<file path="config.mk">
export PLATFORM = sky130hd
export DESIGN_NAME = gpio_regs
export DESIGN_NICKNAME = d
export VERILOG_FILES = /design/src/source/soc_bus_pkg.sv /design/src/source/gpio_regs.sv
export SDC_FILE = /design/constraint.sdc
export NUM_CORES = 1
export LEC_CHECK = 0
export BUFFER_PORTS_ARGS = -buffer_cell sky130_fd_sc_hd__buf_2
export CELL_PAD_IN_SITES_DETAIL_PLACEMENT = 1
export CELL_PAD_IN_SITES_GLOBAL_PLACEMENT = 2
export CORE_UTILIZATION = 33
export DETAILED_ROUTE_END_ITERATION = 6
export GPL_ROUTABILITY_DRIVEN = 1
export PLACE_DENSITY = 0.79
export SETUP_SLACK_MARGIN = 0.1
export SLEW_MARGIN = 20
export SYNTH_ARGS = -nofsm -noshare
export SYNTH_HDL_FRONTEND = slang
export SYNTH_SLANG_ARGS = --single-unit
</file>
<file path="constraint.sdc">
create_clock -name clk_bus_i -period 2.9 [get_ports clk_bus_i]
set_input_delay 0.58 -clock clk_bus_i [delete_from_list [all_inputs] [get_ports clk_bus_i]]
set_output_delay 0.58 -clock clk_bus_i [all_outputs]
set_load 0.01 [all_outputs]
</file>
<file path="src/source/soc_bus_pkg.sv">
package soc_bus_pkg;

    typedef struct packed {
        logic [31:0] address;
        logic [3:0]  byteenable;
        logic        read;
        logic        write;
        logic [31:0] wrdata;
    } dbus_req_t;

    typedef struct packed {
        logic [31:0] rddata;
        logic        stall;
    } dbus_rsp_t;

    typedef struct packed {
        logic [15:0] address;       // Byte offset inside the slave window.
        logic [3:0]  byteenable;
        logic        read;
        logic        write;
        logic [31:0] wrdata;
    } slave_req_t;

    typedef struct packed {
        logic [31:0] rddata;
        logic        stall;
    } slave_rsp_t;

    typedef enum logic [1:0] {
        TGT_RAM,
        TGT_GPIO,
        TGT_TICKER,
        TGT_NONE
    } dbus_target_e;

    localparam logic [31:0] RAM_BASE    = 32'h8000_0000;
    localparam logic [31:0] GPIO_BASE   = 32'hBFD0_0000;
    localparam logic [31:0] TICKER_BASE = 32'hBFD0_0100;

    localparam int RAM_WIN_BITS = 16;  // 64 KiB window.
    localparam int REG_WIN_BITS = 8;   // 256 byte register windows.

    localparam logic [7:0] GPIO_OUT_OFS   = 8'h00;
    localparam logic [7:0] GPIO_IN_OFS    = 8'h04;
    localparam logic [7:0] TICK_COUNT_OFS = 8'h00;
    localparam logic [7:0] TICK_CMP_OFS   = 8'h04;
    localparam logic [7:0] TICK_STAT_OFS  = 8'h08;

    // Replaces the bytes of old_word that are selected by be.
    function automatic logic [31:0] be_merge(input logic [31:0] old_word,
                                             input logic [31:0] new_word,
                                             input logic [3:0]  be);
        logic [31:0] merged;
        merged = old_word;
        for (int b = 0; b < 4; b++) begin
            if (be[b]) merged[8*b +: 8] = new_word[8*b +: 8];
        end
        return merged;
    endfunction

endpackage

</file>
<file path="src/source/gpio_regs.sv">
`timescale 1ns/100ps
module gpio_regs
    import soc_bus_pkg::*;
(
    input  logic        clk_bus_i,
    input  logic        rst_n_i,
    input  slave_req_t  req_i,
    output slave_rsp_t  rsp_o,
    input  logic [31:0] gpio_i,
    output logic [31:0] gpio_o
);

    logic [31:0] gpio_out_q;
    logic [31:0] gpio_meta_q;
    logic [31:0] gpio_sync_q;
    logic [31:0] rd_q;
    logic [31:0] rd_mux;
    logic        rd_done_q;

    assign gpio_o = gpio_out_q;

    assign rsp_o.stall  = req_i.read & ~rd_done_q;
    assign rsp_o.rddata = rd_q;

    always_comb begin
        case (req_i.address[7:0])
            GPIO_OUT_OFS: rd_mux = gpio_out_q;
            GPIO_IN_OFS:  rd_mux = gpio_sync_q;
            default:      rd_mux = '0;
        endcase
    end

    always_ff @(posedge clk_bus_i or negedge rst_n_i) begin
        if (!rst_n_i) begin
            gpio_out_q  <= '0;
            gpio_meta_q <= '0;
            gpio_sync_q <= '0;
            rd_done_q   <= 1'b0;
        end else begin
            gpio_meta_q <= gpio_i;
            gpio_sync_q <= gpio_meta_q;
            rd_done_q   <= req_i.read & ~rd_done_q;
            if (req_i.write && req_i.address[7:0] == GPIO_OUT_OFS) begin
                gpio_out_q <= be_merge(gpio_out_q, req_i.wrdata, req_i.byteenable);
            end
        end
    end

    always_ff @(posedge clk_bus_i) begin
        if (req_i.read && !rd_done_q) begin
            rd_q <= rd_mux;
        end
    end

endmodule

</file>
# After elaboration in Yosys (flattened, before gate mapping)
# Index checks and enable logic that the tools add are counted.
# totals
reg_bits	129
input_bits	88
out_inout_bits	65
wordCells	20
# classes
eq_ne	1
n_mux	1
bitwise	2
n_reduce_logical	8
# ops
cell	count
$pmux 32 s2	1
$eq 8x3->1 const B	1
$logic_not 8->1	1
$reduce_and 2->1	4
$logic_and 1x1->1	2
$and 1x1->1	1
$logic_not 1->1	1
$not 1->1	1

# Longest topological paths before layout
# depth
ltp_word	3
ltp_mapped	5
ltp_nobuf	3

# Worst setup path after synthesis
# OpenSTA, ideal clock, no wires.
# synth_timing
path_kind	input to output
from	input req_i[33] in the netlist's numbering
to	output rsp_o[0] in the netlist's numbering
arrival_time_ns	2.178
t_required_ns	2.320
path_slack_ns	0.142
stages	1
path_buffers	0
path_cell_list	nor2b_1
# synth_via
elab_chain_len	1
# synth_rtl
element	line_no	text
start: declaration	gpio_regs.sv:7	input slave_req_t req_i,
$and 1x1->1	gpio_regs.sv:22	assign rsp_o.stall = req_i.read & ~rd_done_q;
end: declaration	gpio_regs.sv:8	output slave_rsp_t rsp_o,
# Every way passes these cells.

# Worst setup path in the final report
# layout_timing
from	input req_i[44] in the netlist's numbering
to	register rd_q[28], data pin
# layout_via
elab_chain_len	2
word_cells_on_any_way	3
cone_classes	1 x eq/ne; 1 x mux; 1 x reduce/logical
# layout_rtl
element	line_no	text
$eq 8x3->1 or $logic_not 8->1 (tied branches)	gpio_regs.sv:26	case (req_i.address[7:0])
$pmux 32 s2 *	gpio_regs.sv:26	
named net rd_mux[28]	gpio_regs.sv:17	logic [31:0] rd_mux;
end signal: assignment	gpio_regs.sv:51	rd_q <= rd_mux;
end: declaration	gpio_regs.sv:16	logic [31:0] rd_q;
# The timed path passes the listed nets; every way through them passes the cells marked *.
# A chain may end at the register's enable or synchronous reset.

==> results.md <==
- Outcome: complete, no violations
- Filler cell count: 1315
- Place WS: 660 ps
- Type of the worst setup path: input port to flop
- Routed Antenna Nets: 0
- Post-CTS Hold Buffers: 0
- Worst path bufs/invs: 2
- Slowest stage delay, CP: 480 ps
- Fin crit share: 0.607
- Slew HR: 0.547
- Clk_skew: 3.56 ps
- Critical Path RT: 3160 ps
- Peak supply drop: 0.409 mV
- Syn-to-layout area delta: 35.2%
- First-pass GRT wire length: 14300 µm
- Core ar.: 12700 µm²
- Inserted Clock Buffers: 17
- Seq cells post-synth: 129
- Total Wirelength: 9170 µm
- GP Congestion: 0.664
- Mapped cell area: 4320 µm²
- DR iter-0 viols: 93
- Global route overflow: 0
- Post_cts resized: 0
- Slowest cell on the critical path: nor4_4
- Synth warn: 0
- Initial antenna violation count: 1
- Number of max-slew violations in the final report: 0
- Crit path time final: 1760 ps
- Dpl hpwl: 6380 µm
- Critical path arrival: 2020 ps
- Largest net degree at the start of global routing: 54
- Port Buffers: 144
- Clk sinks: 129
- Wire per inst: 15.6 µm
- Area of the die: 13500 µm²
- CTS Root Cell: clkbuf_16
- CP cell instances: buf_2, nor4_4, nand2_1, buf_4, nor2_1
- Vias: 2588
- DR top layer: met5
- RSZ-0062 raised after global routing: false
- Share of cells above drive strength 1: 0.527
- Met2 WL post-DR: 4850 µm
- Clk Latency, worst-skew pair: 410 ps
- TritonRoute pass-1 iters: 2
- Starting Density: 0.341
- DRC: 0
- CP startpoint kind: input port
- Vias per inst: 4.42
- Hold Crit Class: input port to async pin
- Sequential Area: 3390 µm²
- Endpoints failing hold: 0
- Cell Area, Placed: 5280 µm²
- Leakage power: 2.91 nW
- CTS HTree Levels: 4
- Number of diodes: 0
- Post-CTS setup buffers: 0
- Max-Cap Viols: 0
- Die height: 116 µm
- Met1 Wirelength: 3570 µm
- I/O Pins: 153
- Clk slew on worst S/H paths: 60 ps
- Crit-path leading delay family: simple AND/OR/NAND/NOR gates
- CTS tree: done
- Setup crit end kind: flop
- F_max: 568 MHz
- Netlist cell types: 12
- All-Layer GR Usage: 0.149
- Worst setup margin: 1140 ps
- Setup violators final: 0
- Slew @ Worst Pin: 680 ps
- Vias in the first global route: 2741
- Sequential area share after synthesis: 0.785
- NumNets Final: 489
- Mean area per synthesized cell: 17.8 µm²
- WL met3: 596 µm
- Net Count, Synth: 330
- Width of the die: 116 µm
- Crit-path max FO: 25
- Finished Cell Area: 5840 µm²
- Cell Rows: 41
- PwrDens: 713 nW/µm²
- CTS Buffer Depth: 2
- Fin Setup TNS: 0 ps
- Multi-input logic area: 906 µm²
- Synth Instances: 242
## kinds of logic after synthesis
group | after synthesis | share of synthesized area
buffers and inverters | 8 | 0.00696
DFF | 129 | 0.785
muxes | 64 | 0.158
and+or+nand+nor | 41 | 0.0504
## worst paths after layout
check / start / endpoint / slack (ps) / cells after the start
worst max-delay path: req_i[44] / rd_q[28] / 1140 / 5
worst min-delay path: rst_n_i / gpio_meta_q[9] / 210 / 1
worst max register to register: rd_done_q / rd_q[30] / 1600 / 2
worst min register to register: gpio_meta_q[5] / gpio_sync_q[5] / 350 / 0
max in group asynchronous: rst_n_i / gpio_sync_q[12] / 1990 / 2
min in group clk_bus_i: gpio_i[24] / gpio_meta_q[24] / 280 / 1
## synth_stat cells (all sizes together)
cell / n / area [µm²]
mux2i: 32 / 320
nor3: 1 / 10.0
mux2: 32 / 360
clkbuf: 5 / 18.8
nand2: 1 / 3.75
nand4: 4 / 50.1
nor2: 32 / 120
buf: 3 / 11.3
edfxtp: 32 / 961
nor4: 1 / 21.3
dfrtp: 97 / 2430
nor2b: 2 / 12.5
## final cells by class
cell class              count  share of cell area
clock buffers              19              0.0778
clock inverters            13              0.0182
multi-input cells         105               0.155
flip-flops and latches    129               0.581
well taps                 172              0.0369
repair buffers            148               0.131
## per-layer routing
| metal | vias up | GRT usage |
|---|---|---|
| li1 | 1164 | - |
| met3 | 17 | 0.0602 |
| met2 | 85 | 0.250 |
| met4 | 2 | 0.0650 |
| met1 | 1320 | 0.168 |
| met5 | - | 0 |
## layout by cell type (no fill, tap or decap)
master and n:
buf_12 1, buf_2 143, buf_4 4, bufinv_16 1
clkbuf_1 1, clkbuf_16 18, clkinv_2 4, clkinv_4 2
clkinvlp_4 1, dfrtp_1 97, edfxtp_1 32, inv_4 5
mux2_2 32, mux2i_1 32, nand2_1 1, nand4_2 4
nor2_1 32, nor2b_1 1, nor2b_4 1, nor3_2 1
nor4_4 1
## registers in the layout, summed over array words and instances, names as in the netlist
| name | flops |
|---|---|
| gpio_meta_q | 32 |
| gpio_o | 32 |
| gpio_sync_q | 32 |
| rd_done_q | 1 |
| rd_q | 32 |
## where the power goes
group	internal, W	leakage (nW)	switching, W	total, W
combinational	0.0000941	1.11	0.000113	0.000207
clock	0.00122	0.283	0.000759	0.00198
sequential	0.00194	1.52	0.0000265	0.00197
total	0.00326	2.91	0.000899	0.00416
## worst register-to-register path, cell delays in order, from the launching register on
cell	delay, ps
dfrtp_1	390
nor2b_4	120
buf_4	410
## through the flow
| stage | util | power [W] | hold WS (ps) | cells |
|---|---|---|---|---|
| 5_1_grt | 0.461 | 0.00433 | 250 | 586 |
| 6_report | 0.461 | 0.00416 | 209 | 586 |
| 4_1_cts | 0.461 | 0.00423 | 230 | 586 |
| 2_1_floorplan | - | 0.00207 | 284 | 242 |
| 3_5_place_dp | 0.416 | 0.00222 | 336 | 554 |
| 3_3_place_gp | 0.416 | 0.00221 | 333 | 554 |
Note: power is estimated with default switching activity, not from simulation.
