==> src/source/soc_bus_pkg.sv <==
package soc_bus_pkg;

    typedef struct packed {
        logic [31:0] address;
        logic [3:0]  byteenable;
        logic        read;
        logic        write;
        logic [31:0] wrdata;
    } dbus_req_t;

    typedef struct packed {
        logic [31:0] rddata;
        logic        stall;
    } dbus_rsp_t;

    typedef struct packed {
        logic [15:0] address;       // Byte offset inside the slave window.
        logic [3:0]  byteenable;
        logic        read;
        logic        write;
        logic [31:0] wrdata;
    } slave_req_t;

    typedef struct packed {
        logic [31:0] rddata;
        logic        stall;
    } slave_rsp_t;

    typedef enum logic [1:0] {
        TGT_RAM,
        TGT_GPIO,
        TGT_TICKER,
        TGT_NONE
    } dbus_target_e;

    localparam logic [31:0] RAM_BASE    = 32'h8000_0000;
    localparam logic [31:0] GPIO_BASE   = 32'hBFD0_0000;
    localparam logic [31:0] TICKER_BASE = 32'hBFD0_0100;

    localparam int RAM_WIN_BITS = 16;  // 64 KiB window.
    localparam int REG_WIN_BITS = 8;   // 256 byte register windows.

    localparam logic [7:0] GPIO_OUT_OFS   = 8'h00;
    localparam logic [7:0] GPIO_IN_OFS    = 8'h04;
    localparam logic [7:0] TICK_COUNT_OFS = 8'h00;
    localparam logic [7:0] TICK_CMP_OFS   = 8'h04;
    localparam logic [7:0] TICK_STAT_OFS  = 8'h08;

    // Replaces the bytes of old_word that are selected by be.
    function automatic logic [31:0] be_merge(input logic [31:0] old_word,
                                             input logic [31:0] new_word,
                                             input logic [3:0]  be);
        logic [31:0] merged;
        merged = old_word;
        for (int b = 0; b < 4; b++) begin
            if (be[b]) merged[8*b +: 8] = new_word[8*b +: 8];
        end
        return merged;
    endfunction

endpackage

==> src/source/ticker.sv <==
`timescale 1ns/100ps
module ticker
    import soc_bus_pkg::*;
#(
    parameter int TICK_DIV = 4
) (
    input  logic       clk_bus_i,
    input  logic       rst_n_i,
    input  slave_req_t req_i,
    output slave_rsp_t rsp_o,
    output logic       irq_o
);

    localparam int DIV_W = (TICK_DIV > 1) ? $clog2(TICK_DIV) : 1;

    logic [DIV_W-1:0] div_q;
    logic [31:0]      count_q;
    logic [31:0]      cmp_q;
    logic [31:0]      rd_q;
    logic [31:0]      rd_mux;
    logic             stat_q;
    logic             hit_q;
    logic             rd_done_q;
    logic             tick;
    logic             hit;
    logic             wr_count;
    logic             wr_cmp;
    logic             clr_stat;

    assign tick     = (div_q == DIV_W'(TICK_DIV - 1));
    assign hit      = (count_q == cmp_q) && (cmp_q != '0);
    assign wr_count = req_i.write && req_i.address[7:0] == TICK_COUNT_OFS;
    assign wr_cmp   = req_i.write && req_i.address[7:0] == TICK_CMP_OFS;
    assign clr_stat = req_i.write && req_i.address[7:0] == TICK_STAT_OFS
                      && req_i.byteenable[0] && req_i.wrdata[0];

    assign irq_o        = stat_q;
    assign rsp_o.stall  = req_i.read & ~rd_done_q;
    assign rsp_o.rddata = rd_q;

    always_comb begin
        case (req_i.address[7:0])
            TICK_COUNT_OFS: rd_mux = count_q;
            TICK_CMP_OFS:   rd_mux = cmp_q;
            TICK_STAT_OFS:  rd_mux = {31'b0, stat_q};
            default:        rd_mux = '0;
        endcase
    end

    always_ff @(posedge clk_bus_i or negedge rst_n_i) begin
        if (!rst_n_i) begin
            div_q     <= '0;
            count_q   <= '0;
            cmp_q     <= '0;
            stat_q    <= 1'b0;
            hit_q     <= 1'b0;
            rd_done_q <= 1'b0;
        end else begin
            div_q     <= tick ? '0 : div_q + 1'b1;
            hit_q     <= hit;
            rd_done_q <= req_i.read & ~rd_done_q;
            if (wr_count) begin
                count_q <= be_merge(count_q, req_i.wrdata, req_i.byteenable);
            end else if (tick) begin
                count_q <= count_q + 1'b1;
            end
            if (wr_cmp) begin
                cmp_q <= be_merge(cmp_q, req_i.wrdata, req_i.byteenable);
            end
            // Only a fresh match sets the flag, so a clear holds while the count still matches.
            if (hit && !hit_q) begin
                stat_q <= 1'b1;
            end else if (clr_stat) begin
                stat_q <= 1'b0;
            end
        end
    end

    always_ff @(posedge clk_bus_i) begin
        if (req_i.read && !rd_done_q) begin
            rd_q <= rd_mux;
        end
    end

endmodule

==> config.mk <==
export PLATFORM = sky130hd
export DESIGN_NAME = ticker
export DESIGN_NICKNAME = d
export VERILOG_FILES = /design/src/source/soc_bus_pkg.sv /design/src/source/ticker.sv
export SDC_FILE = /design/constraint.sdc
export NUM_CORES = 1
export LEC_CHECK = 0
export BUFFER_PORTS_ARGS = -buffer_cell sky130_fd_sc_hd__buf_4
export CAP_MARGIN = 5
export CORE_ASPECT_RATIO = 2
export CORE_UTILIZATION = 45
export DETAILED_ROUTE_END_ITERATION = 12
export HOLD_SLACK_MARGIN = 0.1
export PLACE_DENSITY_LB_ADDON = 0.08
export SYNTH_ARGS = -nofsm -noshare
export SYNTH_HDL_FRONTEND = slang
export SYNTH_SLANG_ARGS = --single-unit
==> constraint.sdc <==
create_clock -name clk_bus_i -period 2.7 [get_ports clk_bus_i]
set_input_delay 0.135 -clock clk_bus_i [delete_from_list [all_inputs] [get_ports clk_bus_i]]
set_output_delay 0.135 -clock clk_bus_i [all_outputs]
set_load 0.05 [all_outputs]
======== After elaboration in Yosys (flattened, before gate mapping) ========
Index checks and enable logic that the tools add are counted.
word-level totals
  word-level logic and storage cells ...... 57
  register bits after elaboration ......... 101
  output and inout port bits .............. 34
operators by class
  mux-type cells .......................... 10
  add/subtract/negate cells ............... 2
  equality and inequality tests ........... 8
  reductions and logical operators ........ 22
  bitwise gates (word level) .............. 2
operators by type and width
  operator                                             number
  one-hot mux 32 bit (3 select lines)                  1
  2-to-1 mux 32 bit                                    2
  adder 32 x 1 -> 32 bit, second input constant        1
  equality test 32 bit                                 1
  2-to-1 mux 8 bit                                     4
  nonzero test 32 bit                                  1
  AND reduction 2 bit                                  8
  equality test 8 x 3 -> 1 bit, second input constant  1
  equality test 8 x 4 -> 1 bit, second input constant  1
  logical AND 1 bit                                    8
  zero test 8 bit                                      1
  != test 2 bit, second input constant                 4
  nonzero test 2 bit                                   2
  adder 2 x 1 -> 2 bit, second input constant          1
  equality test 2 bit, second input constant           1
  zero test 1 bit                                      2
  2-to-1 mux 1 bit                                     2
  2-to-1 mux 2 bit                                     1
  AND 1 bit                                            1
  inverter 1 bit                                       1

======== Longest topological paths before layout ========
  depth in word-level cells ............... 6
  gate-level depth with buffers ........... 8
  depth with buffers taken out ............ 6

======== Worst setup path after synthesis ========
OpenSTA, ideal clock, no wires.
  kind .................................... reg2reg
  start ................................... register rd_done_q
  end ..................................... register rd_q[0] (enable)
  path slack .............................. -0.216 ns
  clock period less this slack ............ 2.916 ns
  arrival ................................. 2.458 ns
  path buffers ............................ 0
  stages on the path, launching flop included .. 2
  library setup time ...................... 0.457 ns
  cell sequence ........................... dfrtp_1 -> nor2b_1
between the ends
  word-level cells in the longest chain between the ends .. 2
ends and longest elaborated chain
  item                    line          text
  from (decl)             ticker.sv:23  logic rd_done_q;
  from (signal assigned)  ticker.sv:61  rd_done_q <= req_i.read & ~rd_done_q;
  zero test 1 bit         ticker.sv:80  if (req_i.read && !rd_done_q) begin
  logical AND 1 bit       ticker.sv:80
  to (signal assigned)    ticker.sv:81  rd_q <= rd_mux;
  to (decl)               ticker.sv:19  logic [31:0] rd_q;
No other way between the ends.
A chain may end at the register's enable or synchronous reset.

======== Worst setup path in the final report ========
  start ................................... register count_q[0]
  end ..................................... register count_q[22]
between the ends
  word-level cells in the longest chain between the ends .. 3
ends and longest elaborated chain
  item                    line          text
  from (decl)             ticker.sv:17  logic [31:0] count_q;
  from (signal assigned)  ticker.sv:63  count_q <= be_merge(count_q, req_i.wrdata, req_i.byteenable);
  from (signal assigned)  ticker.sv:65  count_q <= count_q + 1'b1;
  adder 32 x 1 -> 32 bit  ticker.sv:65
  2-to-1 mux 32 bit       ticker.sv:64  end else if (tick) begin
  2-to-1 mux 32 bit       ticker.sv:62  if (wr_count) begin
No other way between the ends. The select of a mux whose other input is x is not followed.

==> out/metrics.csv <==
stage,metric,value,unit
outcome,status,"complete, no violations",
logic_synthesis,#FFs+latches synth,101,
critical_path,CP Max Fanout,6,
critical_path,critical path type,flip-flop to flip-flop,
placement,I/O Buffers,81,
cts,clock root buffer,clkbuf_16,
sta,Fin. Hold Viols,0,
die,Core Box Area,11000,um^2
placement,dpl ws,0.560,ns
logic_synthesis,Syn Std Cell Area,5120,um^2
sta,Tmin final,2.18,ns
global_route,largest net degree at the start of global routing,70,
die,die area,11800,um^2
logic_synthesis,syn nets,515,
global_route,GRT Total Usage,26.4,%
global_route,vias in the first global route,4471,
logic_synthesis,Cell variety after synth,47,
routing,vias per inst,6.13,
placement,Area after DPL,5900,um^2
global_route,GRT Residual Overflow,0,
cts,post-cts sizing count,0,
critical_path,Crit path largest cell delay,0.48,ns
logic_synthesis,Async SR Flop Fraction,68.3,%
global_route,antenna violations before repair,0,
critical_path,Crit. End Element,flip-flop,
critical_path,Worst EP required,2.94,ns
critical_path,slowest cell on the critical path,dfrtp_1,
pwr,Static Leak,2.90,nW
flow_run,maxcap violations,0,
die,Die W,77.4,um
placement,GP Congestion,0.892,
cts,Worst-Skew Late Latency,0.35,ns
final_layout,antenna cell count,0,
sta,RSZ-0062 raised after global routing,no,
sta,Worst-Margin Slew,0.923,ns
logic_synthesis,Yosys warning count,0,
sta,final period utilization,80.9,%
pwr,maximum vdd drop,0.000399,V
sta,Setup TNS Final,0,ns
global_route,first-pass GRT wire length,23.5,mm
critical_path,CP Data Arrival Time,2.43,ns
sta,FMAX,458,MHz
routing,Remaining DRCs,0,
routing,post-route ant nets,0,
pwr,pwr/cell area,560,nW/um^2
logic_synthesis,"count leader, synth",dfrtp_1,
final_layout,area delta synth->final,27.6,%
logic_synthesis,Synth Area per Inst,11.2,um^2
global_route,met2 usage,44.7,%
critical_path,CP Buf/Inv Count,0,
logic_synthesis,share of the synthesized area in the top cell type,33.7,%
final_layout,"Net count, final",629,
sta,setup ws final,0.517,ns
critical_path,"delay-heaviest family, CP",simple AND/OR/NAND/NOR gates,
die,Starting Density,46.5,%
logic_synthesis,Synth top cells by count,"69 x dfrtp_1, 33 x nor2_1, 32 x edfxtp_1, 32 x mux2_2, 31 x a22o_1",
global_route,busiest grt layer,met2,
global_route,M3 GR Usage,4.18,%
cts,CTS buffer count,9,
logic_synthesis,"area leader, netlist",dfrtp_1,
logic_synthesis,Post-synth EDFFs,32,
sta,Final Max Slew Viols,0,
logic_synthesis,Synth area leaders,"dfrtp_1 34%, edfxtp_1 19%, mux2_2 7.0%, a22o_1 5.3%, xnor2_1 2.7%",
cts,clk sinks,101,
critical_path,CP Launch Type,flip-flop,
pwr,Tot Pwr,3.65,mW
placement,Placed Cells,666,
global_route,met1 usage,31.0,%
die,die height,153,um
worst_hold_path,Hold Path Class,primary input to flip-flop,
sta,final setup fails,0,
critical_path,worst path cell trace,ha_1 -> and4_1 -> nand3_1 -> nor3_1 -> a211oi_1 -> a311oi_1,
logic_synthesis,Mapped Cells,457,
sta,Worst slew margin,38.4,%
cts,H-tree depth,3,
die,Core Rows,54,
cts,Max Root-Sink Buffers,2,
final_layout,Final Non-Filler Cells,716,
routing,Initial DRT Pass Iterations,5,
routing,drt total wl,15.0,mm
final_layout,Fill cells,956,
logic_synthesis,Post-synth top flop,dfrtp_1,
die,IO Count,90,
routing,post-DR wirelength/cell,21.0,um
placement,HPWL after DPL,10.9,mm
final_layout,fin area,6530,um^2
cts,"Clk pin slew, worst setup/hold paths",0.07,ns
routing,DRT iter0 DRCs,309,
cts,CTS tree,yes,
sta,worst clock skew,0.00890,ns
logic_synthesis,sequential area share after synthesis,52.5,%
routing,Vias,4392,
final_layout,share of layout cells above drive strength 1,26.2,%
[timing repair]
action                    4_1_cts  5_1_grt
hold buffers                   34        0
setup buffers                   0        0
hold endpoints to repair      124        0
[report_power, final]
part / switching, mW / leakage, nW / total [mW] / internal (mW)
Clock: 0.571 / 0.135 / 1.25 / 0.681
Sequential: 0.158 / 1.20 / 1.84 / 1.68
Combinational: 0.325 / 1.57 / 0.566 / 0.241
[registers in the layout, indices dropped and copies added (netlist names)]
name       cells
rd_q          32
cmp_q         32
count_q       32
hit_q          1
irq_o          1
div_q          2
rd_done_q      1
[placed cells by master (no fill, tap or decap), drive strengths merged, types with 3 or more instances in the layout]
cell	instances
buf	92
dfrtp	69
dlygate4sd3	34
nor2	33
mux2	32
edfxtp	32
a22o	31
nand2	24
nor4	18
a21oi	17
nand3	17
xor2	16
xnor2	16
nor3	16
nand4	14
and3	13
a211oi	13
clkbuf	12
o21ai	11
o22ai	9
inv	8
and4	6
a31oi	5
nand2b	4
and2	4
a311oi	3
[metal layers]
| layer | part of all wire, % | vias up |
|---|---|---|
| met5 | 0 | - |
| met4 | 5.5 | 0 |
| met1 | 38 | 2184 |
| met3 | 4.6 | 47 |
| met2 | 52 | 168 |
| li1 | - | 1993 |
[final timing paths]
check,startpoint,endpoint,slack [ns],cells past startpoint
setup reg to reg,count_q[0],count_q[22],0.52,6
hold reg to reg,div_q[0],div_q[0],0.43,1
max in group asynchronous,rst_n_i,cmp_q[15],1.64,2
setup / recovery,count_q[0],count_q[22],0.52,6
hold / removal,req_i[33],rd_done_q,0.13,2
min in group asynchronous,rst_n_i,cmp_q[14],0.46,2
[stage by stage]
stage | hold slack (ns) | util (%)
CTS | 0.133 | 59.3
finish | 0.131 | 59.3
floorplan | -0.161 | -
detailed placement | 0.322 | 53.6
global route | 0.128 | 59.3
global placement | 0.321 | 53.6
[layout make-up]
type	instances	area [um^2]	area share (%)
tap	140	175	2.68
clock buffer	12	256	3.93
timing repair buffer	126	1030	15.8
clock inverter	4	32.5	0.498
inverter	7	26.3	0.403
sequential	101	2690	41.2
multi-input combinational	326	2320	35.5
[cell families (layout without fill, tap and decap cells)]
logic type      Yosys count  after routing  synth area share [%]
fa+ha+maj                 2              2                 0.489
compound gates          106            106                  15.1
simple gates            152            152                  16.6
flops                   101            101                  52.5
mux                      34             34                  7.43
buf+inv                  30            149                  2.42
xor+xnor                 32             32                  5.48
Power figures use the tool's default switching activity.
