## src/source/soc_bus_pkg.sv

```systemverilog
package soc_bus_pkg;

    typedef struct packed {
        logic [31:0] address;
        logic [3:0]  byteenable;
        logic        read;
        logic        write;
        logic [31:0] wrdata;
    } dbus_req_t;

    typedef struct packed {
        logic [31:0] rddata;
        logic        stall;
    } dbus_rsp_t;

    typedef struct packed {
        logic [15:0] address;       // Byte offset inside the slave window.
        logic [3:0]  byteenable;
        logic        read;
        logic        write;
        logic [31:0] wrdata;
    } slave_req_t;

    typedef struct packed {
        logic [31:0] rddata;
        logic        stall;
    } slave_rsp_t;

    typedef enum logic [1:0] {
        TGT_RAM,
        TGT_GPIO,
        TGT_TICKER,
        TGT_NONE
    } dbus_target_e;

    localparam logic [31:0] RAM_BASE    = 32'h8000_0000;
    localparam logic [31:0] GPIO_BASE   = 32'hBFD0_0000;
    localparam logic [31:0] TICKER_BASE = 32'hBFD0_0100;

    localparam int RAM_WIN_BITS = 16;  // 64 KiB window.
    localparam int REG_WIN_BITS = 8;   // 256 byte register windows.

    localparam logic [7:0] GPIO_OUT_OFS   = 8'h00;
    localparam logic [7:0] GPIO_IN_OFS    = 8'h04;
    localparam logic [7:0] TICK_COUNT_OFS = 8'h00;
    localparam logic [7:0] TICK_CMP_OFS   = 8'h04;
    localparam logic [7:0] TICK_STAT_OFS  = 8'h08;

    // Replaces the bytes of old_word that are selected by be.
    function automatic logic [31:0] be_merge(input logic [31:0] old_word,
                                             input logic [31:0] new_word,
                                             input logic [3:0]  be);
        logic [31:0] merged;
        merged = old_word;
        for (int b = 0; b < 4; b++) begin
            if (be[b]) merged[8*b +: 8] = new_word[8*b +: 8];
        end
        return merged;
    endfunction

endpackage

```

## src/source/dbus_decoder.sv

```systemverilog
`timescale 1ns/100ps
module dbus_decoder
    import soc_bus_pkg::*;
(
    input  logic       clk_bus_i,
    input  logic       rst_n_i,
    input  dbus_req_t  master_req_i,
    output dbus_rsp_t  master_rsp_o,
    output slave_req_t ram_req_o,
    output slave_req_t gpio_req_o,
    output slave_req_t ticker_req_o,
    input  slave_rsp_t ram_rsp_i,
    input  slave_rsp_t gpio_rsp_i,
    input  slave_rsp_t ticker_rsp_i
);

    dbus_target_e addr_tgt;
    dbus_target_e sel_tgt;
    dbus_target_e tgt_q;
    logic         busy_q;
    logic         active;
    logic [15:0]  ram_ofs;
    logic [15:0]  reg_ofs;

    function automatic dbus_target_e decode(input logic [31:0] addr);
        if (addr[31:RAM_WIN_BITS] == RAM_BASE[31:RAM_WIN_BITS]) begin
            return TGT_RAM;
        end
        if (addr[31:REG_WIN_BITS] == GPIO_BASE[31:REG_WIN_BITS]) begin
            return TGT_GPIO;
        end
        if (addr[31:REG_WIN_BITS] == TICKER_BASE[31:REG_WIN_BITS]) begin
            return TGT_TICKER;
        end
        return TGT_NONE;
    endfunction

    // Forwards the master request with the strobes gated by sel.
    function automatic slave_req_t route(input dbus_req_t   req,
                                         input logic [15:0] ofs,
                                         input logic        sel);
        slave_req_t sreq;
        sreq.address    = ofs;
        sreq.byteenable = req.byteenable;
        sreq.read       = req.read & sel;
        sreq.write      = req.write & sel;
        sreq.wrdata     = req.wrdata;
        return sreq;
    endfunction

    assign active   = master_req_i.read | master_req_i.write;
    assign addr_tgt = decode(master_req_i.address);
    assign sel_tgt  = busy_q ? tgt_q : addr_tgt;  // Hold the slave that began the access.

    assign ram_ofs = master_req_i.address[RAM_WIN_BITS-1:0];
    assign reg_ofs = 16'(master_req_i.address[REG_WIN_BITS-1:0]);

    assign ram_req_o    = route(master_req_i, ram_ofs, sel_tgt == TGT_RAM);
    assign gpio_req_o   = route(master_req_i, reg_ofs, sel_tgt == TGT_GPIO);
    assign ticker_req_o = route(master_req_i, reg_ofs, sel_tgt == TGT_TICKER);

    always_comb begin
        case (sel_tgt)
            TGT_RAM: begin
                master_rsp_o.rddata = ram_rsp_i.rddata;
                master_rsp_o.stall  = ram_rsp_i.stall;
            end
            TGT_GPIO: begin
                master_rsp_o.rddata = gpio_rsp_i.rddata;
                master_rsp_o.stall  = gpio_rsp_i.stall;
            end
            TGT_TICKER: begin
                master_rsp_o.rddata = ticker_rsp_i.rddata;
                master_rsp_o.stall  = ticker_rsp_i.stall;
            end
            default: begin
                master_rsp_o.rddata = '0;      // Unmapped reads return zero.
                master_rsp_o.stall  = 1'b0;
            end
        endcase
    end

    always_ff @(posedge clk_bus_i or negedge rst_n_i) begin
        if (!rst_n_i) begin
            busy_q <= 1'b0;
            tgt_q  <= TGT_NONE;
        end else begin
            busy_q <= active & master_rsp_o.stall;
            if (active & master_rsp_o.stall) begin
                tgt_q <= sel_tgt;
            end
        end
    end

endmodule

```

## config.mk

```make
export PLATFORM = sky130hd
export DESIGN_NAME = dbus_decoder
export DESIGN_NICKNAME = d
export VERILOG_FILES = /design/src/source/soc_bus_pkg.sv /design/src/source/dbus_decoder.sv
export SDC_FILE = /design/constraint.sdc
export NUM_CORES = 1
export LEC_CHECK = 0
export ABC_AREA = 1
export BUFFER_PORTS_ARGS = -buffer_cell sky130_fd_sc_hd__buf_2
export CAP_MARGIN = 20
export CORE_AREA = 2 2 143 145
export CTS_CLUSTER_SIZE = 14
export DETAILED_ROUTE_END_ITERATION = 7
export DIE_AREA = 0 0 145 147
export SYNTH_ARGS = -nofsm -noshare
export SYNTH_HDL_FRONTEND = slang
export SYNTH_SLANG_ARGS = --single-unit
```

## constraint.sdc

```tcl
create_clock -name clk_bus_i -period 2.7 [get_ports clk_bus_i]
set_clock_uncertainty 0.1 [all_clocks]
set_input_delay 0.675 -clock clk_bus_i [delete_from_list [all_inputs] [get_ports clk_bus_i]]
set_output_delay 0.675 -clock clk_bus_i [all_outputs]
set_load 0.01 [all_outputs]
```

## Word level (Yosys, flattened, before mapping)

Cells that the tools add are included.

| operators by class | value |
|---|---|
| mux-type cells | 14 |
| bitwise gates (word level) | 8 |
| equal/unequal tests | 5 |
| reduce and logical (&&, ||, !) cells | 1 |

Operators by type and width:

| kind | count |
|---|---|
| $pmux W33 S3 | 1 |
| $eq A24 B24 Y1 const B | 2 |
| $eq A16 B16 Y1 const B | 1 |
| $mux W2 | 7 |
| $and A1 B1 Y1 | 7 |
| $mux W1 | 6 |
| $eq A2 B1 Y1 const B | 1 |
| $eq A2 B2 Y1 const B | 1 |
| $logic_not A2 Y1 | 1 |
| $or A1 B1 Y1 | 1 |

| word-level totals | value |
|---|---|
| input bits | 171 |
| logic and storage cells | 30 |
| register bits | 3 |
| output and inout port bits | 195 |

## Longest topological paths before layout

Gate-level depths: netlist (run 1).

| logic depth | value |
|---|---|
| depth in word-level cells | 12 |
| mapped depth | 14 |
| gate-level depth less buffers | 14 |

## Worst setup path after synthesis (run 1)

OpenSTA, ideal clock, no wires.

| path | value |
|---|---|
| path kind | input to output |
| start point | input port master_req_i[57] (netlist bit) |
| end point | output port ticker_req_o[32] (netlist bit) |
| slack | 0.151 ns |
| arrival | 1.774 ns |
| buffers on the path | 1 |
| cell stages on the path | 10 |
| data required time | 1.925 ns |
| path through | nor2_1 -> nand2_1 -> nor2_2 -> nand3_1 -> nand2_2 -> nand2_4 -> nor2_8 -> buf_12 -> inv_4 -> nor2_2 |

RTL lines:

| item | line | RTL |
|---|---|---|
| from (decl) | dbus_decoder.sv:7 | `input dbus_req_t master_req_i,` |
| to (decl) | dbus_decoder.sv:11 | `output slave_req_t ticker_req_o,` |

==> impl_results.md, run 1 <==
* Nets at ~630
* Drt drc at 0
* Post-synthesis register bit count at 3
* VDD IR max at 0.176 mV
* Final hold violation count at 0
* Synth Area per Inst at 6.55 sq um
* Crit end category: output pin
* Worst R2R Path Depth at 12
* DP HPWL at 7510 um
* Synth top area share at 46.8%
* Largest cells by area after synthesis: buf_4 (47%), nand2_1 (14%), nand3_2 (12%)
* Max Root-Sink Buffers at 2
* Met2 Use GR at 14.3%
* GRT busiest layer: met2
* Hold Buf Count CTS at 0
* CTS tree: done
* Final setup viols at 39
* Share of cells above drive strength 1 at 77.8%
* Die Height at 147 um
* Worst-path maximum fanout at 7
* Cell taking the most area after synthesis: buf_4
* DIE AREA at approximately 0.021 sq mm
* Initial antenna violation count at 2
* Worst slack at placement at -307 ps
* Ant diodes at 0
* P per Cell Area at 134 mW/mm^2
* Leakage power total at 2.10 nW
* GRT met3 Usage at 3.82%
* Sequential area share after synthesis at 3.00%
* CP startpoint kind: input port
* Placed insts at 707
* Most frequent CP cell: nor2_4
* Clk root buf: clkbuf_16
* H-tree Lvls at 1
* Area Overhead vs Synth at 45.8%
* Max incr delay on CP at 170 ps
* Largest net degree at the start of global routing at 16
* Multi-input gate area at 0.00154 sq mm
* Core area at around 0.020 sq mm
* CTS sink cnt at 3
* Number of global-route vias before repair at 2449
* Most common cell after layout, fill and taps aside: buf_2
* Drt wl/cell at 13.7 um
* Global-route usage over all layers at 8.27%
* Minimum clock period at 2880 ps
* First-pass GRT wire length at between 10000 and 15000 um
* Register area at 77.6 sq um
* Remaining global-route overflow at 0
* Synth Instances at 394
* Routed WL at 9920 um
* Filler Cells Inserted at roughly 2200
* Grt met1 use at 8.75%
* Placer congestion estimate at 0.695
* F_max at 348 MHz
* Clk_lat worst skew at roughly 220 ps
* Most frequent cells in the layout: buf_2 (121), buf_6 (58), nand2_1 (56)
* Synth unique cells at 19
* Routed Antenna Nets at 0
* Max-cap violations at 0
* Slew Limit Fails at 0
* Reg clk slew, reported paths at 30 ps
* WS Path Type: in2out
* Vias at 2387
* Final Worst Setup Slack at -177 ps
* Fin cells at slightly above 700
* Initial DRT Pass Iterations at 4
* TritonCTS Buffers at 3
* Initial drt markers at 49
* Port-buffer cells at 173
* Crit share post-route at 107%
* Die X at 145 um
* Vias/cell at 3.29
* CP arrival at 2100 ps
* Worst hold margin at 143 ps
* # rows at 52
* Status: finished, violations left
* Synthesized cell area at 0.00258 sq mm
* Starting Density at 13.0%
* RSZ-0062 raised after global routing: true
* Failing checks: setup timing
* Worst EP required at 1920 ps
* I/O Pins at 366
* Synth warn at 0
* Hold crit path type: in2async
* CP max stage cell: clkbuf_16
* CP cell instances: buf_6 > nor2_4 > nand2_4 > nor2_4 > nand2_2 > nor2_4 > nor2_2 > nor2_4 > nor2_4 > buf_12 > clkbuf_16 > nand2_2 > nand3_2 > buf_6
-- critical path, delay by kind of cell --
kind                   cells  cell delay (ps)
AND/OR/NAND/NOR           10              890
buffers and inverters      4              520
-- registers in the layout (all words and copies together) (netlist names) --
signal	count
busy_q	1
tgt_q	2
-- Yosys cell counts --
| master | count |
|---|---|
| buf_12 | 3 |
| buf_4 | 161 |
| buf_6 | 1 |
| conb_1 | 1 |
| dfrtp_1 | 1 |
| dfstp_2 | 2 |
| inv_1 | 13 |
| inv_2 | 3 |
| inv_4 | 1 |
| nand2_1 | 96 |
| nand2_2 | 34 |
| nand2_4 | 2 |
| nand3_1 | 11 |
| nand3_2 | 30 |
| nor2_1 | 25 |
| nor2_2 | 3 |
| nor2_4 | 4 |
| nor2_8 | 2 |
| or2_2 | 1 |
-- cell families (layout without fill, tap and decap cells) --
family | count (synthesis) | in the layout | synth area share, %
flops | 3 | 3 | 3.00
other cells | 1 | 16 | 0.145
buf+inv | 182 | 228 | 52.1
simple gates | 208 | 208 | 44.7
-- through the flow --
| stage | area, sq um | util (%) | total power [mW] | TNS [ps] |
|---|---|---|---|---|
| finish | 3760 | 19.0 | 0.505 | -5370 |
| global route | 3760 | 19.0 | 0.535 | -10240 |
| CTS | 3320 | 16.7 | 0.492 | -5390 |
| detailed placement | 2780 | 14.0 | 0.224 | -8630 |
| global placement | 2780 | 14.0 | 0.223 | -7980 |
| floorplan | 2640 | - | 0.329 | 0 |
-- power breakdown --
part	total (mW)	internal (mW)	switching [mW]	leakage, nW
clock network	0.235	0.195	0.0400	0.0382
registers	0.0673	0.0613	0.00596	0.0350
logic	0.203	0.109	0.0946	2.03
total	0.505	0.365	0.141	2.10
-- final timing paths --
check | startpoint | endpoint | slack (ps)
hold reg to reg | tgt_q[0] | tgt_q[0] | 370
max in group asynchronous | rst_n_i | tgt_q[1] | 2160
min in group clk_bus_i | tgt_q[0] | tgt_q[0] | 370
setup / recovery | master_req_i[57] | master_rsp_o[20] | -180
hold / removal | rst_n_i | busy_q | 140
setup reg to reg | busy_q | tgt_q[1] | 920
-- area by class of cell --
| cell class | instances | share of cell area, % |
|---|---|---|
| Clock buffer | 4 | 2.09 |
| Tap cell | 270 | 8.97 |
| Multi-Input combinational cell | 224 | 41.0 |
| Sequential cell | 3 | 2.06 |
| Timing Repair Buffer | 207 | 44.0 |
| Inverter | 17 | 1.89 |
-- per-layer routing --
| metal | routed length [um] | part of all wire, % |
|---|---|---|
| met5 | 12 | 0.12 |
| met4 | 405 | 4.1 |
| met3 | 1150 | 12 |
| met2 | 4820 | 49 |
| met1 | 3530 | 36 |
-- timing repair --
action	in CTS	in global routing
endpoints found under the setup margin	39	39
hold endpoints to repair	0	0
resized for setup	74	92
gates cloned	3	2
pin swaps	31	37
setup buffers	11	4
(Power assumes the default switching activity.)
==> run 2: changes to the inputs <==
--- a/config.mk
+++ b/config.mk
@@ -8,10 +8,11 @@
 export ABC_AREA = 1
 export BUFFER_PORTS_ARGS = -buffer_cell sky130_fd_sc_hd__buf_2
 export CAP_MARGIN = 20
-export CORE_AREA = 2 2 143 145
+export CORE_AREA = 4 4 141 143
 export CTS_CLUSTER_SIZE = 14
 export DETAILED_ROUTE_END_ITERATION = 7
 export DIE_AREA = 0 0 145 147
+export REMOVE_ABC_BUFFERS = 1
 export SYNTH_ARGS = -nofsm -noshare
 export SYNTH_HDL_FRONTEND = slang
 export SYNTH_SLANG_ARGS = --single-unit
==> run 2 against run 1 <==
The flow still finishes with violations (setup timing). First-iteration DRC count increased by 49%. Die area is the same. Via count is 13% higher. Sequential cell count unchanged. Worst setup slack lost 71 ps. Critical path type unchanged. Fmax is 2.4% lower. Sequential power about the same.
==> impl_results.md, run 2 (synthesis gave the netlist of run 1 again) <==
* RSZ-0062 raised after global routing: true
* Multi-input gate area at 0.00154 sq mm (-0.32%)
* I/O Pins at 366 (unchanged)
* Crit end category: output pin
* Vias/cell at 3.92 (+19%)
* Routed WL at 17100 um (+72%)
* Placed insts at 662 (-6.4%)
* Die Height at 147 um (unchanged)
* First-pass GRT wire length at 19400 um (+42%)
* Die X at 145 um (unchanged)
* Starting Density at 13.9% (+0.89 points)
* Remaining global-route overflow at 0 (unchanged)
* Final setup viols at 39 (unchanged)
* Share of cells above drive strength 1 at 76.8% (-0.98 points)
* H-tree Lvls at 1 (unchanged)
* Fin cells at 687 (-5.2%)
* Minimum clock period at 2950 ps (+70.6 ps)
* Most flop-heavy register: tgt_q
* Reg clk slew, reported paths at 30 ps (about the same)
* Final Worst Setup Slack at -247 ps (-70.6 ps)
* Clk_lat worst skew at 220 ps (about the same)
* DP HPWL at 13200 um (+75%)
* Failing checks: setup timing
* Vias at 2696 (+13%)
* Worst EP required at 1920 ps (about the same)
* Register area at 77.6 sq um (unchanged)
* Initial drt markers at 73 (+49%)
* VDD IR max at 0.136 mV (-23%)
* Ant diodes at 0 (unchanged)
* Filler Cells Inserted at 2051 (-6.9%)
* CTS sink cnt at 3 (unchanged)
* Max-cap violations at 0 (unchanged)
* Slew Limit Fails at 0 (unchanged)
* Largest net degree at the start of global routing at 31 (+15)
* CP startpoint kind: input port
* Max Root-Sink Buffers at 2 (unchanged)
* Port-buffer cells at 173 (unchanged)
* Global-route usage over all layers at 12.9% (+4.6 points)
* Final hold violation count at 0 (unchanged)
* Initial DRT Pass Iterations at 4 (unchanged)
* Drt drc at 0 (unchanged)
* CP arrival at 2170 ps (+70 ps)
* TritonCTS Buffers at 3 (unchanged)
* Crit share post-route at 109% (+2.6 points)
* Worst-path maximum fanout at 8 (+1)
* Most common cell after layout, fill and taps aside: buf_2
* Biggest regs: tgt_q (2), busy_q (1)
* Core area at 0.0186 sq mm (-6.4%)
* F_max at 339 MHz (-2.4%)
* Leakage power total at 2.07 nW (-1.4%)
* Status: finished, violations left
* Placer congestion estimate at 0.854 (+23%)
* Hold Buf Count CTS at 0 (unchanged)
* Drt wl/cell at 24.9 um (+82%)
* Area Overhead vs Synth at 45.1%
* Hold crit path type: in2async
* Setup total negative slack at -7380 ps (-2010 ps)
* Tot Pwr at 492 uW (-2.6%)
* Initial antenna violation count at 2 (unchanged)
* Clk root buf: clkbuf_16
* Max reg flops at 2 (unchanged)
* Most frequent cells in the layout: buf_2 (124), nand2_1 (64), buf_6 (52)
* WS Path Type: in2out
* # rows at 50 (-3.8%)
* Nets at 625 (-0.32%)
* P per Cell Area at 131 mW/mm^2 (-2.2%)
* DIE AREA at 0.0213 sq mm (unchanged)
* Number of global-route vias before repair at 2376 (-3.0%)
* CTS tree: done
* Routed Antenna Nets at 0 (unchanged)
## run 2: cell types whose count changed in the layout (fill, tap and decap cells not counted), sizes merged
cell    change
buf         -8
clkbuf      +6
## run 2: area by class of cell
class                           count  share of cell area [%]
Clock buffer                        4                    2.10
Inverter                           17                    2.04
Multi-Input combinational cell    224                    41.0
Sequential cell                     3                    2.07
Tap cell                          234                    7.81
Timing Repair Buffer              205                    44.9
## run 2: path summary, 6_finish.rpt
path	from	to	slack (ps)	depth (start not counted)
hold / removal	rst_n_i	busy_q	140	1
setup / recovery	master_req_i[55]	master_rsp_o[6]	-250	12
setup reg to reg	tgt_q[0]	tgt_q[0]	1030	10
min in group clk_bus_i	tgt_q[0]	tgt_q[0]	360	2
max in group asynchronous	rst_n_i	tgt_q[0]	2160	1
hold reg to reg	tgt_q[0]	tgt_q[0]	360	2
## run 2: power by group
| part | leakage (nW) | internal (mW) | switching (mW) | total (mW) |
|---|---|---|---|---|
| Combinational | 2.00 | 0.101 | 0.0921 | 0.193 |
| Clock | 0.0382 | 0.195 | 0.0370 | 0.232 |
| Sequential | 0.0350 | 0.0614 | 0.00614 | 0.0675 |
## run 2: routing by layer
metal | track usage, % | up-vias | wire, um
li1 | - | 1150 | -
met3 | 16.5 | 18 | 3990
met1 | 11.2 | 1210 | 5290
met4 | 1.19 | 8 | 121
met5 | 6.82 | - | 143
met2 | 18.6 | 310 | 7550
## run 2: critical path, cell delays in order
cell	delay [ps]
buf_6	100
nor2_4	110
nand2_4	70
nor2_4	170
nand3_1	130
nand2_2	100
nand2_4	90
nor2_8	190
buf_12	160
nand2_1	90
nand3_1	120
buf_2	140
## run 2: timing repair
| action | in CTS | in global routing |
|---|---|---|
| pin swaps | 2 | 12 |
| setup endpoints to repair | 39 | 39 |
| setup buffers | 1 | 10 |
| gates cloned | 0 | 11 |
| resized for setup | 46 | 110 |
## run 2: stage by stage
stage                     setup slack [ps]  instance area (sq um)  utilization [%]  hold WS, ps
final                                 -247                   3750             20.2          144
after global placement                -234                   2660             14.3          350
after floorplan                      -55.3                   1360                -          279
after detailed placement              -234                   2660             14.3          357
after CTS                             -162                   2950             15.9          143
after global routing                  -344                   3750             20.2          149
==> run 3: changes to the inputs <==
--- a/config.mk
+++ b/config.mk
@@ -8,10 +8,13 @@
 export ABC_AREA = 1
 export BUFFER_PORTS_ARGS = -buffer_cell sky130_fd_sc_hd__buf_2
 export CAP_MARGIN = 20
-export CORE_AREA = 4 4 141 143
+export CELL_PAD_IN_SITES_DETAIL_PLACEMENT = 1
+export CELL_PAD_IN_SITES_GLOBAL_PLACEMENT = 1
+export CORE_AREA = 4 4 140 142
 export CTS_CLUSTER_SIZE = 14
 export DETAILED_ROUTE_END_ITERATION = 7
-export DIE_AREA = 0 0 145 147
+export DIE_AREA = 0 0 144 146
+export PLACE_DENSITY_LB_ADDON = 0.1
 export REMOVE_ABC_BUFFERS = 1
 export SYNTH_ARGS = -nofsm -noshare
 export SYNTH_HDL_FRONTEND = slang
==> run 3 against run 2 <==
Wire length up 0.14%. Cell count shrank 0.15%. Global-route usage rose by 2.0 points. The flow still finishes with violations (setup timing). Combinational power about the same. Via count fell by 2.7%. Die area shrank 1.4%. Sequential power is 1% higher. Sequential share of layout area is essentially flat. First-iteration DRC count is 44% lower. Worst setup slack is essentially flat. Clock-buffer cell count unchanged. Clock power barely moved.
==> impl_results.md, run 3 (synthesis gave the netlist of run 1 again) <==
* Status: finished, violations left
* Failing checks: setup timing
* Final Worst Setup Slack at -247 ps (+0.0590 ps)
* Worst-path maximum fanout at 6 (-2)
* Multi-input gate area at 0.00157 sq mm (+2.0%)
* # rows at 50 (unchanged)
* Vias/cell at 3.82 (-2.6%)
* Hold Buf Count CTS at 0 (unchanged)
* Final hold violation count at 0 (unchanged)
* Max Root-Sink Buffers at 2 (unchanged)
* Starting Density at 14.0% (+0.094 points)
* VDD IR max at 0.150 mV (+10%)
* Worst R2R Path Depth at 12 (+2)
* Most flop-heavy register: tgt_q
* CTS sink cnt at 3 (unchanged)
* Ant diodes at 0 (unchanged)
* CP arrival at 2170 ps (about the same)
* Biggest regs: tgt_q (2), busy_q (1)
* Worst EP required at 1920 ps (about the same)
* Placed inst area at 0.00269 sq mm (+1.1%)
* Crit end category: output pin
* Most common cell after layout, fill and taps aside: buf_2
* Largest net degree at the start of global routing at 21 (-32%)
* Routed Antenna Nets at 0 (unchanged)
* Initial DRT Pass Iterations at 4 (unchanged)
* Slew Limit Fails at 0 (unchanged)
* DP HPWL at 14500 um (+10%)
* Fin area at 0.00370 sq mm (-1.3%)
* CP endpoint: master_rsp_o[16]
* Max reg flops at 2 (unchanged)
* Max incr delay on CP at 170 ps (-20 ps)
* Placed insts at 666 (+0.60%)
* Clk_lat worst skew at 220 ps (about the same)
* Minimum clock period at 2950 ps (-0.0590 ps)
* Die Height at 146 um (-0.68%)
* Die X at 144 um (-0.69%)
* Clk root buf: clkbuf_16
* Setup total negative slack at -7680 ps (-301 ps)
* Drt drc at 0 (unchanged)
* Initial drt markers at 41 (-44%)
* Initial antenna violation count at 1 (-1)
* Share of cells above drive strength 1 at 76.5% (-0.27 points)
* First-pass GRT wire length at 22200 um (+14%)
* Placer congestion estimate at 0.797 (-6.6%)
* Crit share post-route at 109% (about the same)
* Port-buffer cells at 173 (unchanged)
* DIE AREA at 0.0210 sq mm (-1.4%)
* WS Path Type: in2out
* F_max at 339 MHz (about the same)
* H-tree Lvls at 1 (unchanged)
* Drt wl/cell at 24.9 um (+0.29%)
* Max-cap violations at 0 (unchanged)
* Hold crit path type: in2async
* CP cell instances: buf_4 > nand2_2 > inv_2 > nand2_2 > nor2_4 > buf_6 > nand2_2 > nor2_2 > nor2_2 > nor2_4 > nor2_4 > buf_4 > clkbuf_16 > nand2_1 > nand3_2 > buf_6
* Area Overhead vs Synth at 43.2%
* Register area at 77.6 sq um (unchanged)
* R2R Path End: tgt_q[1]
* RSZ-0062 raised after global routing: true
* Core area at 0.0185 sq mm (-0.67%)
* TritonCTS Buffers at 3 (unchanged)
* Leakage power total at 2.10 nW (+1.3%)
* Number of global-route vias before repair at 2882 (+21%)
* Most frequent cells in the layout: buf_2 (123), nand2_1 (68), buf_6 (53)
* I/O Pins at 366 (unchanged)
* Filler Cells Inserted at 2234 (+8.9%)
* Nets at 624 (-0.16%)
* Final setup viols at 39 (unchanged)
* Reg clk slew, reported paths at 30 ps (about the same)
* Remaining global-route overflow at 0 (unchanged)
* CTS tree: done
* CP max stage cell: nor2_4
* CP startpoint kind: input port
* Tot Pwr at 495 uW (+0.64%)
* Worst Setup SP: master_req_i[61]
* Routed WL at 17100 um (+0.14%)
* Fin cells at 686 (-0.15%)
* R2r startpoint: busy_q
* P per Cell Area at 134 mW/mm^2 (+2.0%)
* FF-to-FF setup slack at 950 ps (-80 ps)
* Global-route usage over all layers at 14.8% (+2.0 points)
* Vias at 2622 (-2.7%)
run 3: area by class of cell:
class,count,share of cell area (%)
Multi-Input combinational cell,224,42.4
Clock buffer,4,2.13
Timing Repair Buffer,204,43.3
Sequential cell,3,2.10
Tap cell,234,7.92
Inverter,17,2.13
run 3: critical path: cells and delay by family:
| family | cells | cell delay (ps) |
|---|---|---|
| buf+inv | 6 | 680 |
| simple gates | 10 | 800 |
run 3: worst min-delay path by stage:
stage | endpoint | cells past startpoint | start | slack (ps)
2_1_floorplan | busy_q | 0 | rst_n_i | 280
5_1_grt | busy_q | 1 | rst_n_i | 140
6_report | busy_q | 1 | rst_n_i | 140
4_1_cts | busy_q | 1 | rst_n_i | 140
3_3_place_gp | tgt_q[0] | 2 | tgt_q[0] | 360
3_5_place_dp | busy_q | 1 | rst_n_i | 370
run 3: what timing repair did:
| action | in CTS | in global routing |
|---|---|---|
| buffers inserted | 8 | 5 |
| gates cloned | 4 | 3 |
| setup endpoints to repair | 39 | 39 |
| pin swaps | 8 | 21 |
| resized for setup | 93 | 78 |
run 3: where the power goes:
group          leakage (nW)  switching, mW  internal (mW)  total (mW)
sequential           0.0350        0.00686         0.0614      0.0683
clock                0.0382         0.0397          0.195       0.235
combinational          2.03         0.0951         0.0974       0.193
run 3: through the flow:
| step | worst slack [ps] | utilization [%] | hold WS (ps) |
|---|---|---|---|
| after floorplan | -55.3 | - | 279 |
| after global placement | -282 | 14.6 | 364 |
| after detailed placement | -258 | 14.6 | 370 |
| after CTS | -226 | 18.5 | 142 |
| after global routing | -358 | 20.0 | 144 |
| final | -247 | 20.0 | 144 |
run 3: per-layer routing:
layer  share of wire [%]  GRT usage (%)  wire, um
met1                  32           14.8      5490
met2                  45           22.8      7670
met3                  22           14.7      3760
met4                0.20          0.612        34
met5                0.91           5.50       156
